**src/verilog/ctrlPkg.sv**
```systemverilog
`default_nettype none

package ctrlPkg;

  // ============================
  // Widths and class encodings
  // ============================
  localparam int instrWidth = 32;

  localparam logic [1:0] opClassDp     = 2'b00; // Data processing, bits 27:26
  localparam logic [1:0] opClassMem    = 2'b01; // Single load/store
  localparam logic [1:0] opClassBranch = 2'b10; // B, offset is PC relative

  // NZCV in CPSR bit order, n is the MSB
  typedef struct packed {
    logic n;
    logic z;
    logic c;
    logic v;
  } flagsT;

  // Data-processing opcodes, value equals instruction bits 24:21
  typedef enum logic [3:0] {
    aluAnd, aluEor, aluSub, aluRsb,
    aluAdd, aluAdc, aluSbc, aluRsc,
    aluTst, aluTeq, aluCmp, aluCmn,
    aluOrr, aluMov, aluBic, aluMvn
  } aluOpT;

  // Condition field, bits 31:28
  typedef enum logic [3:0] {
    condEq, condNe, condCs, condCc,
    condMi, condPl, condVs, condVc,
    condHi, condLs, condGe, condLt,
    condGt, condLe, condAl, condNv
  } condT;

  // ============================
  // Stage payloads
  // ============================
  typedef struct packed {
    condT       cond;
    aluOpT      aluControl;
    logic       aluSrc;     // Operand B from the immediate
    logic [1:0] flagWrite;  // [1] NZ update, [0] CV update
    logic       regWrite;
    logic       memWrite;
    logic       memtoReg;
    logic       byteAccess;
    logic       branch;
    logic       pcSrc;      // Instruction writes the PC
  } ctrlET;

  // Already gated by the condition in Execute
  typedef struct packed {
    logic regWrite;
    logic memWrite;
    logic memtoReg;
    logic byteAccess;
    logic pcSrc;
  } ctrlMT;

  typedef struct packed {
    logic  regWrite;
    logic  memtoReg;
    logic  byteAccess;
    logic  pcSrc;
    flagsT flagsNext;       // Value the status register takes
    logic  setFlags;        // Status register load request
  } ctrlWT;

endpackage

`default_nettype wire

```
**src/verilog/decodeBus.sv**
```systemverilog
`timescale 1ns/100ps
`default_nettype none

// Decoded controls, produced in Decode and packed into the Execute payload
interface decodeBus import ctrlPkg::*; ();
  logic [1:0] regSrc;     // Read-port selects for the register file
  logic [1:0] immSrc;     // Immediate extension format
  logic       aluSrc;
  aluOpT      aluControl;
  logic [1:0] flagWrite;  // {NZ, CV}
  logic       regWrite;
  logic       memWrite;
  logic       memtoReg;
  logic       byteAccess;
  logic       branch;
  logic       pcSrc;

  modport decoder (
    output regSrc, immSrc, aluSrc, aluControl, flagWrite,
    output regWrite, memWrite, memtoReg, byteAccess, branch, pcSrc
  );

  modport sink (
    input regSrc, immSrc, aluSrc, aluControl, flagWrite,
    input regWrite, memWrite, memtoReg, byteAccess, branch, pcSrc
  );
endinterface

`default_nettype wire

```
**src/verilog/instrDecoder.sv**
```systemverilog
`timescale 1ns/100ps
`default_nettype none

module instrDecoder import ctrlPkg::*; (
  input  logic [instrWidth-1:0] instr,
  decodeBus.decoder             bus
);

  aluOpT dpOp;     // Opcode field of a data-processing instruction
  logic  arithOp;  // Opcode produces meaningful C and V
  logic  testOp;   // tst, teq, cmp, cmn

  assign dpOp = aluOpT'(instr[24:21]);

  // Arithmetic opcodes, the logical ones leave C and V alone
  always_comb begin
    case (dpOp)
      aluSub, aluRsb, aluAdd, aluAdc,
      aluSbc, aluRsc, aluCmp, aluCmn: arithOp = 1'b1;
      default:                        arithOp = 1'b0;
    endcase
  end

  assign testOp = (dpOp inside {aluTst, aluTeq, aluCmp, aluCmn}); // Flags only

  // ============================
  // Main decode
  // ============================
  always_comb begin
    // Defaults describe a no-op
    bus.regSrc     = 2'b00;
    bus.immSrc     = 2'b00;
    bus.aluSrc     = 1'b0;
    bus.aluControl = aluAdd;
    bus.flagWrite  = 2'b00;
    bus.regWrite   = 1'b0;
    bus.memWrite   = 1'b0;
    bus.memtoReg   = 1'b0;
    bus.byteAccess = 1'b0;
    bus.branch     = 1'b0;

    case (instr[27:26])
      opClassDp: begin
        bus.aluSrc       = instr[25];               // Immediate form
        bus.aluControl   = dpOp;
        bus.regWrite     = ~testOp;                 // Compares write no register
        bus.flagWrite[1] = instr[20];               // S bit
        bus.flagWrite[0] = instr[20] & arithOp;
      end
      opClassMem: begin
        bus.immSrc     = 2'b01;                     // 12-bit offset
        bus.aluSrc     = ~instr[25];                // I=0 means immediate offset
        bus.aluControl = instr[23] ? aluAdd : aluSub; // U bit
        bus.byteAccess = instr[22];
        bus.memtoReg   = instr[20];                 // Load
        bus.regWrite   = instr[20];
        bus.memWrite   = ~instr[20];                // Store
        bus.regSrc     = {~instr[20], 1'b0};        // Store reads Rd as data
      end
      opClassBranch: begin
        bus.regSrc     = 2'b01;                     // Rn is the PC
        bus.immSrc     = 2'b10;                     // 24-bit word offset
        bus.aluSrc     = 1'b1;
        bus.branch     = 1'b1;
      end
      default: ;                                    // Coprocessor space, no-op
    endcase

    // PC write by branch or by any result aimed at r15
    bus.pcSrc = bus.branch | (bus.regWrite & (instr[15:12] == 4'hF));
  end

endmodule

`default_nettype wire

```
**src/verilog/stageReg.sv**
```systemverilog
`timescale 1ns/100ps
`default_nettype none

// Pipeline register shared by the three stage payloads
module stageReg #(
  parameter type payloadT = logic
) (
  input  logic    clk,
  input  logic    rst,
  input  logic    en,     // Low while the stage is stalled
  input  logic    flush,  // Inserts a bubble
  input  payloadT d,
  output payloadT q
);

  always_ff @(posedge clk) begin
    if (rst || flush) begin
      q <= '0;            // All-zero payload is a bubble, flush beats stall
    end else if (en) begin
      q <= d;
    end
  end

endmodule

`default_nettype wire

```
**src/verilog/condUnit.sv**
```systemverilog
`timescale 1ns/100ps
`default_nettype none

module condUnit import ctrlPkg::*; (
  input  ctrlET ctrlE,
  input  flagsT aluFlags,
  input  flagsT flagsM,
  input  logic  setFlagsM,
  input  flagsT flagsW,
  input  logic  setFlagsW,
  input  flagsT flagsCommitted,
  output ctrlMT ctrlM,
  output logic  branchTaken,
  output flagsT flagsNext,
  output logic  setFlags
);

  flagsT cur;     // Flags as seen by the instruction in Execute
  logic  condEx;  // Condition passed

  // Youngest pending flag write wins
  assign cur = setFlagsM ? flagsM : (setFlagsW ? flagsW : flagsCommitted);

  // ============================
  // Condition table
  // ============================
  always_comb begin
    case (ctrlE.cond)
      condEq:  condEx = cur.z;
      condNe:  condEx = ~cur.z;
      condCs:  condEx = cur.c;
      condCc:  condEx = ~cur.c;
      condMi:  condEx = cur.n;
      condPl:  condEx = ~cur.n;
      condVs:  condEx = cur.v;
      condVc:  condEx = ~cur.v;
      condHi:  condEx = cur.c & ~cur.z;
      condLs:  condEx = ~cur.c | cur.z;
      condGe:  condEx = (cur.n == cur.v);
      condLt:  condEx = (cur.n != cur.v);
      condGt:  condEx = ~cur.z & (cur.n == cur.v);
      condLe:  condEx = cur.z | (cur.n != cur.v);
      condAl:  condEx = 1'b1;
      condNv:  condEx = 1'b0;         // Never
      default: condEx = 1'b0;
    endcase
  end

  // NZ and CV merge separately, logical ops keep the old C and V
  assign flagsNext.n = ctrlE.flagWrite[1] ? aluFlags.n : cur.n;
  assign flagsNext.z = ctrlE.flagWrite[1] ? aluFlags.z : cur.z;
  assign flagsNext.c = ctrlE.flagWrite[0] ? aluFlags.c : cur.c;
  assign flagsNext.v = ctrlE.flagWrite[0] ? aluFlags.v : cur.v;
  assign setFlags    = (|ctrlE.flagWrite) & condEx;

  // Side effects only when the condition holds
  assign branchTaken      = ctrlE.branch & condEx;
  assign ctrlM.regWrite   = ctrlE.regWrite & condEx;
  assign ctrlM.memWrite   = ctrlE.memWrite & condEx;
  assign ctrlM.pcSrc      = ctrlE.pcSrc & condEx;
  assign ctrlM.memtoReg   = ctrlE.memtoReg;   // Harmless without regWrite
  assign ctrlM.byteAccess = ctrlE.byteAccess;

endmodule

`default_nettype wire

```
**src/verilog/flagsReg.sv**
```systemverilog
`timescale 1ns/100ps
`default_nettype none

// Committed NZCV, the only architectural state here
module flagsReg import ctrlPkg::*; (
  input  logic  clk,
  input  logic  rst,
  input  logic  we,       // Writeback setFlags, held off while Writeback stalls
  input  flagsT flagsIn,
  output flagsT flags
);

  always_ff @(posedge clk) begin
    if (rst) begin
      flags <= '0;
    end else if (we) begin
      flags <= flagsIn;   // Commit in Writeback
    end
  end

endmodule

`default_nettype wire

```
**src/verilog/pipeController.sv**
```systemverilog
`timescale 1ns/100ps
`default_nettype none

module pipeController import ctrlPkg::*; (
  input  logic                  clk,
  input  logic                  rst,
  input  logic [instrWidth-1:0] instrD,
  input  logic [3:0]            aluFlagsE,
  input  logic                  stallE,
  input  logic                  flushE,
  input  logic                  stallM,
  input  logic                  flushM,
  input  logic                  stallW,
  input  logic                  flushW,
  output logic [1:0]            regSrcD,
  output logic [1:0]            immSrcD,
  output logic                  aluSrcE,
  output logic [3:0]            aluControlE,
  output logic                  branchTakenE,
  output logic                  memWriteM,
  output logic                  regWriteW,
  output logic                  memtoRegW,
  output logic                  byteAccessW,
  output logic                  pcSrcW,
  output logic [3:0]            flagsW,
  output logic                  pcWrPendingF
);

  // Memory stage also carries the flag result toward Writeback
  typedef struct packed {
    ctrlMT ctrl;
    flagsT flags;
    logic  setFlags;
  } memPayloadT;

  decodeBus   decBus ();
  ctrlET      ctrlD, ctrlE;
  ctrlMT      ctrlGatedE;
  memPayloadT memD, memM;
  ctrlWT      ctrlWD, ctrlW;
  flagsT      flagsNextE, flagsCommitted;
  logic       setFlagsE;

  // ============================
  // Decode
  // ============================
  instrDecoder iDecoder (.instr(instrD), .bus(decBus.decoder));

  assign regSrcD = decBus.regSrc;   // Same cycle as instrD
  assign immSrcD = decBus.immSrc;

  always_comb begin
    ctrlD.cond       = condT'(instrD[31:28]);
    ctrlD.aluControl = decBus.aluControl;
    ctrlD.aluSrc     = decBus.aluSrc;
    ctrlD.flagWrite  = decBus.flagWrite;
    ctrlD.regWrite   = decBus.regWrite;
    ctrlD.memWrite   = decBus.memWrite;
    ctrlD.memtoReg   = decBus.memtoReg;
    ctrlD.byteAccess = decBus.byteAccess;
    ctrlD.branch     = decBus.branch;
    ctrlD.pcSrc      = decBus.pcSrc;
  end

  // ============================
  // Execute
  // ============================
  stageReg #(.payloadT(ctrlET)) iRegE (
    .clk(clk), .rst(rst), .en(~stallE), .flush(flushE), .d(ctrlD), .q(ctrlE)
  );

  condUnit iCond (
    .ctrlE(ctrlE),
    .aluFlags(flagsT'(aluFlagsE)),
    .flagsM(memM.flags),            // Forwarded from Memory
    .setFlagsM(memM.setFlags),
    .flagsW(ctrlW.flagsNext),       // Forwarded from Writeback
    .setFlagsW(ctrlW.setFlags),
    .flagsCommitted(flagsCommitted),
    .ctrlM(ctrlGatedE),
    .branchTaken(branchTakenE),
    .flagsNext(flagsNextE),
    .setFlags(setFlagsE)
  );

  assign aluSrcE     = ctrlE.aluSrc;
  assign aluControlE = ctrlE.aluControl;

  // ============================
  // Memory
  // ============================
  assign memD = '{ctrl: ctrlGatedE, flags: flagsNextE, setFlags: setFlagsE};

  stageReg #(.payloadT(memPayloadT)) iRegM (
    .clk(clk), .rst(rst), .en(~stallM), .flush(flushM), .d(memD), .q(memM)
  );

  assign memWriteM = memM.ctrl.memWrite;

  // ============================
  // Writeback
  // ============================
  assign ctrlWD = '{regWrite:   memM.ctrl.regWrite,
                    memtoReg:   memM.ctrl.memtoReg,
                    byteAccess: memM.ctrl.byteAccess,
                    pcSrc:      memM.ctrl.pcSrc,
                    flagsNext:  memM.flags,
                    setFlags:   memM.setFlags};

  stageReg #(.payloadT(ctrlWT)) iRegW (
    .clk(clk), .rst(rst), .en(~stallW), .flush(flushW), .d(ctrlWD), .q(ctrlW)
  );

  flagsReg iFlags (
    .clk(clk), .rst(rst),
    .we(ctrlW.setFlags & ~stallW),  // One commit per instruction
    .flagsIn(ctrlW.flagsNext),
    .flags(flagsCommitted)
  );

  assign regWriteW   = ctrlW.regWrite;
  assign memtoRegW   = ctrlW.memtoReg;
  assign byteAccessW = ctrlW.byteAccess;
  assign pcSrcW      = ctrlW.pcSrc;
  assign flagsW      = flagsCommitted;

  // Fetch must wait while a PC write is in flight
  assign pcWrPendingF = decBus.pcSrc | ctrlE.pcSrc | memM.ctrl.pcSrc;

endmodule

`default_nettype wire

```
**config.mk**
```make
export PLATFORM = sky130hd
export DESIGN_NAME = pipeController
export DESIGN_NICKNAME = d
export VERILOG_FILES = /design/src/verilog/ctrlPkg.sv /design/src/verilog/decodeBus.sv /design/src/verilog/instrDecoder.sv /design/src/verilog/stageReg.sv /design/src/verilog/condUnit.sv /design/src/verilog/flagsReg.sv /design/src/verilog/pipeController.sv
export SDC_FILE = /design/constraint.sdc
export NUM_CORES = 1
export LEC_CHECK = 0
export ABC_CLOCK_PERIOD_IN_PS = 3000
export BUFFER_PORTS_ARGS = -buffer_cell sky130_fd_sc_hd__buf_2
export CAP_MARGIN = 20
export CORE_UTILIZATION = 53
export CTS_BUF_LIST = sky130_fd_sc_hd__clkbuf_2 sky130_fd_sc_hd__clkbuf_4 sky130_fd_sc_hd__clkbuf_8
export CTS_CLUSTER_DIAMETER = 40
export DETAILED_ROUTE_END_ITERATION = 12
export GPL_TIMING_DRIVEN = 0
export PLACE_DENSITY = 0.82
export REMOVE_ABC_BUFFERS = 1
export SLEW_MARGIN = 5
export SYNTH_ARGS = -nofsm -noshare
export SYNTH_HDL_FRONTEND = slang
export SYNTH_HIERARCHICAL = 1
export SYNTH_SLANG_ARGS = --single-unit
```
**constraint.sdc**
```tcl
create_clock -name clk -period 3 [get_ports clk]
set_input_delay 0.9 -clock clk [delete_from_list [all_inputs] [get_ports clk]]
set_output_delay 0.9 -clock clk [all_outputs]
set_load 0.02 [all_outputs]
```
# After elaboration in Yosys (flattened, before gate mapping)
# Memory sizes are Yosys's and may differ from the RTL's.
# Cells that the tools add are included.
[word_totals]
register_bits = 40
rom_bits = 16
input_bits = 44
out_inout_bits = 20
word_cells = 106
mem_count = 1
[classes]
n_eq_ne = 24
n_mux = 18
bitwise_logic = 23
reduce_logical = 7
[memory_table]
columns = ["name", "depth", "word_bits", "rd", "rd_ports_with_merged_regs", "write_ports", "line_no", "rtl"]
rows = [
  ["(name not given)", 16, 1, 1, 0, 0, "instrDecoder.sv:17", "case (dpOp)"],
]
[ops]
columns = ["operator", "count"]
rows = [
  ["4-bit == test (second input constant)", 13],
  ["4-bit by 3-bit == test with 1-bit output (second input constant)", 4],
  ["1-bit one-hot mux with 16 select lines", 1],
  ["1-bit AND", 10],
  ["4-bit by 2-bit == test with 1-bit output (second input constant)", 2],
  ["1-bit 2-to-1 mux", 8],
  ["4-bit 2-to-1 mux", 2],
  ["1-bit inverter", 8],
  ["2-bit one-hot mux with 2 select lines", 2],
  ["4-bit one-hot mux with 2 select lines", 1],
  ["1-bit OR", 5],
  ["4-bit by 1-bit == test with 1-bit output (second input constant)", 1],
  ["4-bit logical NOT", 1],
  ["4-bit nonzero test", 1],
  ["1-bit logical OR", 3],
  ["3-bit 2-to-1 mux", 1],
  ["1-bit one-hot mux with 3 select lines", 1],
  ["2-bit by 1-bit == test with 1-bit output (second input constant)", 1],
  ["2-bit == test (second input constant)", 1],
  ["2-bit logical NOT", 1],
  ["2-bit 2-to-1 mux", 1],
  ["1-bit one-hot mux with 2 select lines", 1],
  ["2-bit OR reduction", 1],
  ["1-bit == test", 1],
  ["1-bit inequality test", 1],
]

# Longest topological paths before layout
[depth]
depth_word = 8
depth_mapped = 8
depth_no_buf = 8

# Modules after synthesis
# The synthesis kept the hierarchy.
[by_module_without_submodules]
columns = ["mod", "instances", "cells_per_inst", "area_per_inst_um2", "seq_area_each_um2"]
rows = [
  ["stageReg at iRegE", 1, 56, 629.4, 340.3],
  ["condUnit", 1, 51, 431.7, 0.0],
  ["stageReg at iRegM", 1, 33, 362.8, 200.2],
  ["stageReg at iRegW", 1, 30, 329.1, 180.2],
  ["instrDecoder", 1, 26, 192.7, 0.0],
  ["flagsReg", 1, 13, 140.1, 80.1],
  ["pipeController", 1, 5, 23.8, 0.0],
]

# Worst setup path after synthesis
# Ideal clock, no wire load.
[synth_timing]
path_kind = "reg2out"
from = "reg iRegM/q[0] (netlist bit)"
to = "out branchTakenE"
arrival_ps = 1983
path_slack_ps = 117
path_stages_with_launch = 7
n_path_buf = 0
cell_sequence = "dfxtp_1 > bufinv_8 > mux2_4 > a311o_1 > a311o_1 > o31ai_4 > and2_1"
[synth_between]
elab_chain_cells = 5
word_cells_on_any_way = 13
[synth_lines]
columns = ["item", "line_no", "rtl"]
rows = [
  ["start, declared", "stageReg.sv:13", "output payloadT q"],
  ["start signal, assigned", "stageReg.sv:18", "q <= '0;"],
  ["start signal, assigned", "stageReg.sv:20", "q <= d;"],
  ["4-bit 2-to-1 mux (*)", "condUnit.sv:22", "assign cur = setFlagsM ? flagsM : (setFlagsW ? flagsW : flagsCommitted);"],
  ["1-bit inequality test (tied with other cells)", "condUnit.sv:40, condUnit.sv:42", ""],
  ["1-bit OR (tied with other cells)", "condUnit.sv:42", "condLe: condEx = cur.z | (cur.n != cur.v);"],
  ["1-bit one-hot mux with 16 select lines (*)", "condUnit.sv:28", "case (ctrlE.cond)"],
  ["1-bit AND (*)", "condUnit.sv:57", "assign branchTaken = ctrlE.branch & condEx;"],
  ["end, declared", "pipeController.sv:19", "output logic branchTakenE,"],
]
# Mark *: on every way between the ends. The rest lies on a longest branch, timed or not.

# Worst setup path after layout
[layout_timing]
from = "reg iRegW/q[0] (netlist bit)"
to = "out branchTakenE"
[layout_between]
elab_chain_cells = 6
word_cells_on_any_way = 14
[layout_lines]
columns = ["item", "line_no"]
rows = [
  ["start, declared", "stageReg.sv:13"],
  ["start signal, assigned", "stageReg.sv:18"],
  ["start signal, assigned", "stageReg.sv:20"],
  ["4-bit 2-to-1 mux (*) (2 in series)", "condUnit.sv:22"],
  ["1-bit inequality test (tied with other cells)", "condUnit.sv:40, condUnit.sv:42"],
  ["1-bit OR (tied with other cells)", "condUnit.sv:42"],
  ["1-bit one-hot mux with 16 select lines (*)", "condUnit.sv:28"],
  ["1-bit AND (*)", "condUnit.sv:57"],
]
# Marks and branches as above.

==> impl_results.rst <==
.. list-table::
   :header-rows: 1

   * - Metric
     - Value
   * - Status
     - finished, violations left
   * - Violations in the final reports
     - negative setup slack
   * - Final clock period utilization by the worst path
     - 1.07
   * - Routed wire length per instance
     - ~13 um
   * - Clock tree skew after final layout
     - just over 7 ps
   * - Root Buffer Master
     - sky130_fd_sc_hd__clkbuf_8
   * - RD Place Congestion
     - 0.786
   * - Type of the worst setup path
     - flop to primary output
   * - Number of slew-limit violations in the final report
     - 0
   * - Relative contribution of the clock network to total power
     - 0.424
   * - Type of element capturing the critical path
     - primary output
   * - Chain of cells forming the critical path
     - mux2_4 -> mux2_4 -> or2_4 -> o2111a_1 -> o31ai_4 -> and2_4 -> buf_6
   * - Hold slack final
     - approximately 490 ps
   * - Sum Neg Setup Slack
     - -199 ps
   * - H-tree depth
     - 2
   * - Overall die area
     - around 4200 um^2
   * - Post-synthesis cell type with the largest combined area
     - sky130_fd_sc_hd__dfxtp_1
   * - Crit path time final
     - ~3200 ps
   * - Global-route wire length before repair
     - approximately 6700 um
   * - Most frequent cells after synthesis
     - 45 x sky130_fd_sc_hd__mux2i_1, 44 x sky130_fd_sc_hd__nor2_1, 40 x sky130_fd_sc_hd__dfxtp_1
   * - Routed via count divided by cell count
     - around 5.2
   * - Critical Path Max Stage Delay
     - around 400 ps
   * - Initial DRC Count
     - 88
   * - Post-route standard cell area excluding fillers
     - about 2500 um^2
   * - Total routed wirelength
     - around 4100 um
   * - Number of iterations in the first detailed-routing pass
     - 4
   * - Via count
     - ~1600
   * - Switching power as a share of total power
     - 0.215
   * - Count of input and output buffers
     - 47
   * - Synthesis-to-layout area growth
     - 16.7%
   * - Effective utilization at floorplan
     - 0.564
   * - Layout Cells excl Fill
     - just over 300
   * - Top-level I/O count
     - 64
   * - Net count reported at finish
     - 302
   * - Library cell contributing the largest single delay on the critical path
     - sky130_fd_sc_hd__dfxtp_4
   * - Total power per unit cell area
     - 452 nW/um^2
   * - Grt total ovfl
     - 0
   * - Pin count of the biggest net entering global routing
     - 18
   * - Number of antenna violations at the first check in global routing
     - 0
   * - Mean cell area of the mapped netlist
     - a little under 10 um^2
   * - Number of flip-flops and latches in the synthesized netlist
     - 40
   * - Number of global-route vias before repair
     - around 1400
   * - Worst-skew pair later-pin latency
     - roughly 280 ps
   * - R2R Path Start
     - iRegW/q[0]$_SDFFE_PP0P_
   * - Required time at the endpoint of the critical path
     - approximately 2100 ps
   * - Share of total power in combinational logic
     - 0.091
   * - Switching pwr
     - between 0.2 and 0.25 mW
   * - Number of buffers created by CTS
     - 5
   * - Arrival time worst endpoint
     - 2300 ps
   * - Most frequent cell after synthesis
     - sky130_fd_sc_hd__mux2i_1
   * - Overall power
     - between 1 and 1.5 mW
   * - Slew at the pin closest to its max-slew limit
     - 813 ps
   * - Worst Hold Launch
     - iRegW/q[7]$_SDFFE_PP0P_
   * - Number of cells after detailed placement
     - about 290
   * - Top achievable clock speed
     - about 310 MHz
   * - Ratio of cells with drive above 1 in the final layout
     - 0.305
   * - Area taken by flip-flops and latches
     - between 800 and 900 um^2
   * - Inserted Diodes
     - 0
   * - Core region area
     - roughly 3700 um^2
   * - Number of unique standard cell types used by synthesis
     - 39
   * - DP Area
     - ~2300 um^2
   * - Number of enable flip-flop cells after synthesis
     - 0
   * - Top cell type's share of synthesized area
     - 0.380
   * - Sequential group share of total power
     - 0.485
   * - Detailed placement HPWL
     - between 2000 and 3000 um
   * - Total leakage power
     - 1.12 nW
   * - Crit path launch type
     - flop
   * - Combined area of the multi-input logic cells
     - about 1100 um^2
   * - Worst Slack Setup Final
     - -199 ps
   * - Number of filler cells placed in the layout
     - between 300 and 400
   * - Final setup viols
     - 1
   * - Clock edge transition at the registers on the reported setup and hold paths
     - 80 ps
   * - Worst-path fanout max
     - 6
   * - Height of the chip
     - between 60 and 70 um
   * - Class of the worst hold path
     - flop to flop
   * - Total of max-cap violations
     - 0
   * - CTS tree
     - yes
   * - Setup repair after global routing missed its margin
     - yes
   * - Top flip-flop cell by instance count after synthesis
     - sky130_fd_sc_hd__dfxtp_1
   * - Longest Clk Path Bufs
     - 2
   * - Final core utilization
     - 0.657
   * - Sequential cell area fraction in the yosys report
     - 0.380
   * - Mapped cell area
     - 2110 um^2
   * - Minimum setup slack after placement
     - -121 ps
   * - Cell types occupying the most area after synthesis
     - sky130_fd_sc_hd__dfxtp_1 38%, sky130_fd_sc_hd__mux2i_1 21%, sky130_fd_sc_hd__nor2_1 7.8%
   * - Worst slew margin relative to its limit
     - 0.457
   * - Warnings from Yosys
     - 6
   * - Critical Path Most Common Cell
     - sky130_fd_sc_hd__mux2_4
   * - Worst voltage drop across the vdd grid
     - between 0.2 and 0.3 mV
   * - Number of sinks driven by the clock tree
     - 40
   * - Drt drc
     - 0
   * - Cell count after synthesis
     - roughly 210
   * - Int Power
     - 0.873 mW
   * - Post-detailed-route count of antenna-violating nets
     - 0
   * - Total number of placement rows
     - 22
   * - Critical path origin
     - iRegW/q[0]$_SDFFE_PP0P_
   * - Total routing usage reported by global routing
     - 0.205
   * - Horiz. Die Dim
     - roughly 65 um
   * - Final hold viol count
     - 0
   * - Share of flip-flops with an asynchronous set or reset after synthesis
     - 0
## state kept, by name (all words and copies together) (netlist names)
register,cells
iFlags/flags,4
iRegE/q,17
iRegM/q,10
iRegW/q,9
## layer usage
metal / up-vias / track usage / share of wire
met5: - / 0 / 0
met3: 0 / 0.0365 / 0.033
li1: 815 / - / -
met1: 747 / 0.271 / 0.48
met2: 36 / 0.342 / 0.49
met4: 0 / 0.0571 / 0
## power groups by stage
stage	sequential (mW)	combinational, mW	clock (mW)
after floorplan	0.554	0.0584	0
after global placement	0.553	0.0978	0
after detailed placement	0.554	0.0988	0
after CTS	0.539	0.102	0.484
after global routing	0.540	0.111	0.504
final	0.539	0.101	0.471
## final timing paths
kind / cells past startpoint / to / slack [ps]
min: 2 / iRegW/q[7]$_SDFFE_PP0P_ / 490
max: 7 / branchTakenE / -200
max reg2reg: 10 / iRegM/q[9]$_SDFFE_PP0P_ / 550
min reg2reg: 2 / iRegW/q[7]$_SDFFE_PP0P_ / 490
## cell type report
cell class | count | area share
clock inverters | 1 | 0.0122
multi-input cells | 149 | 0.463
clock buffers | 7 | 0.0391
repair buffers | 52 | 0.115
inverters | 10 | 0.0183
well taps | 48 | 0.0244
flip-flops and latches | 40 | 0.328
## logic make-up after synthesis
group / share of synthesized area
and+or+nand+nor: 0.187
DFF: 0.380
muxes: 0.270
xor gates and xnor gates: 0.00831
AOI/OAI and AO/OA: 0.0641
buffers and inverters: 0.0907
## timing repair
action,CTS,global route
setup endpoints to repair,1,1
resized for setup,12,4
pin swaps,7,3
hold buffers,0,0
setup buffers,5,0
gates cloned,0,0
## critical path, delay by kind of cell, from the launching register on
family | cells | cell delay [ps]
flip-flops | 1 | 400
multiplexers | 2 | 610
AO/OA/AOI/OAI | 2 | 470
buffers and inverters | 1 | 110
AND/OR/NAND/NOR | 2 | 430
## cell usage in the layout (no fill, tap or decap), drive strengths merged, types with 5 or more instances in the layout
cell / count
and2: 9
buf: 52
clkbuf: 7
dfxtp: 40
inv: 10
mux2: 6
mux2i: 45
nand2: 6
nor2: 44
nor2b: 5
or2: 5
No activity file was read; power rests on OpenSTA's default activity.
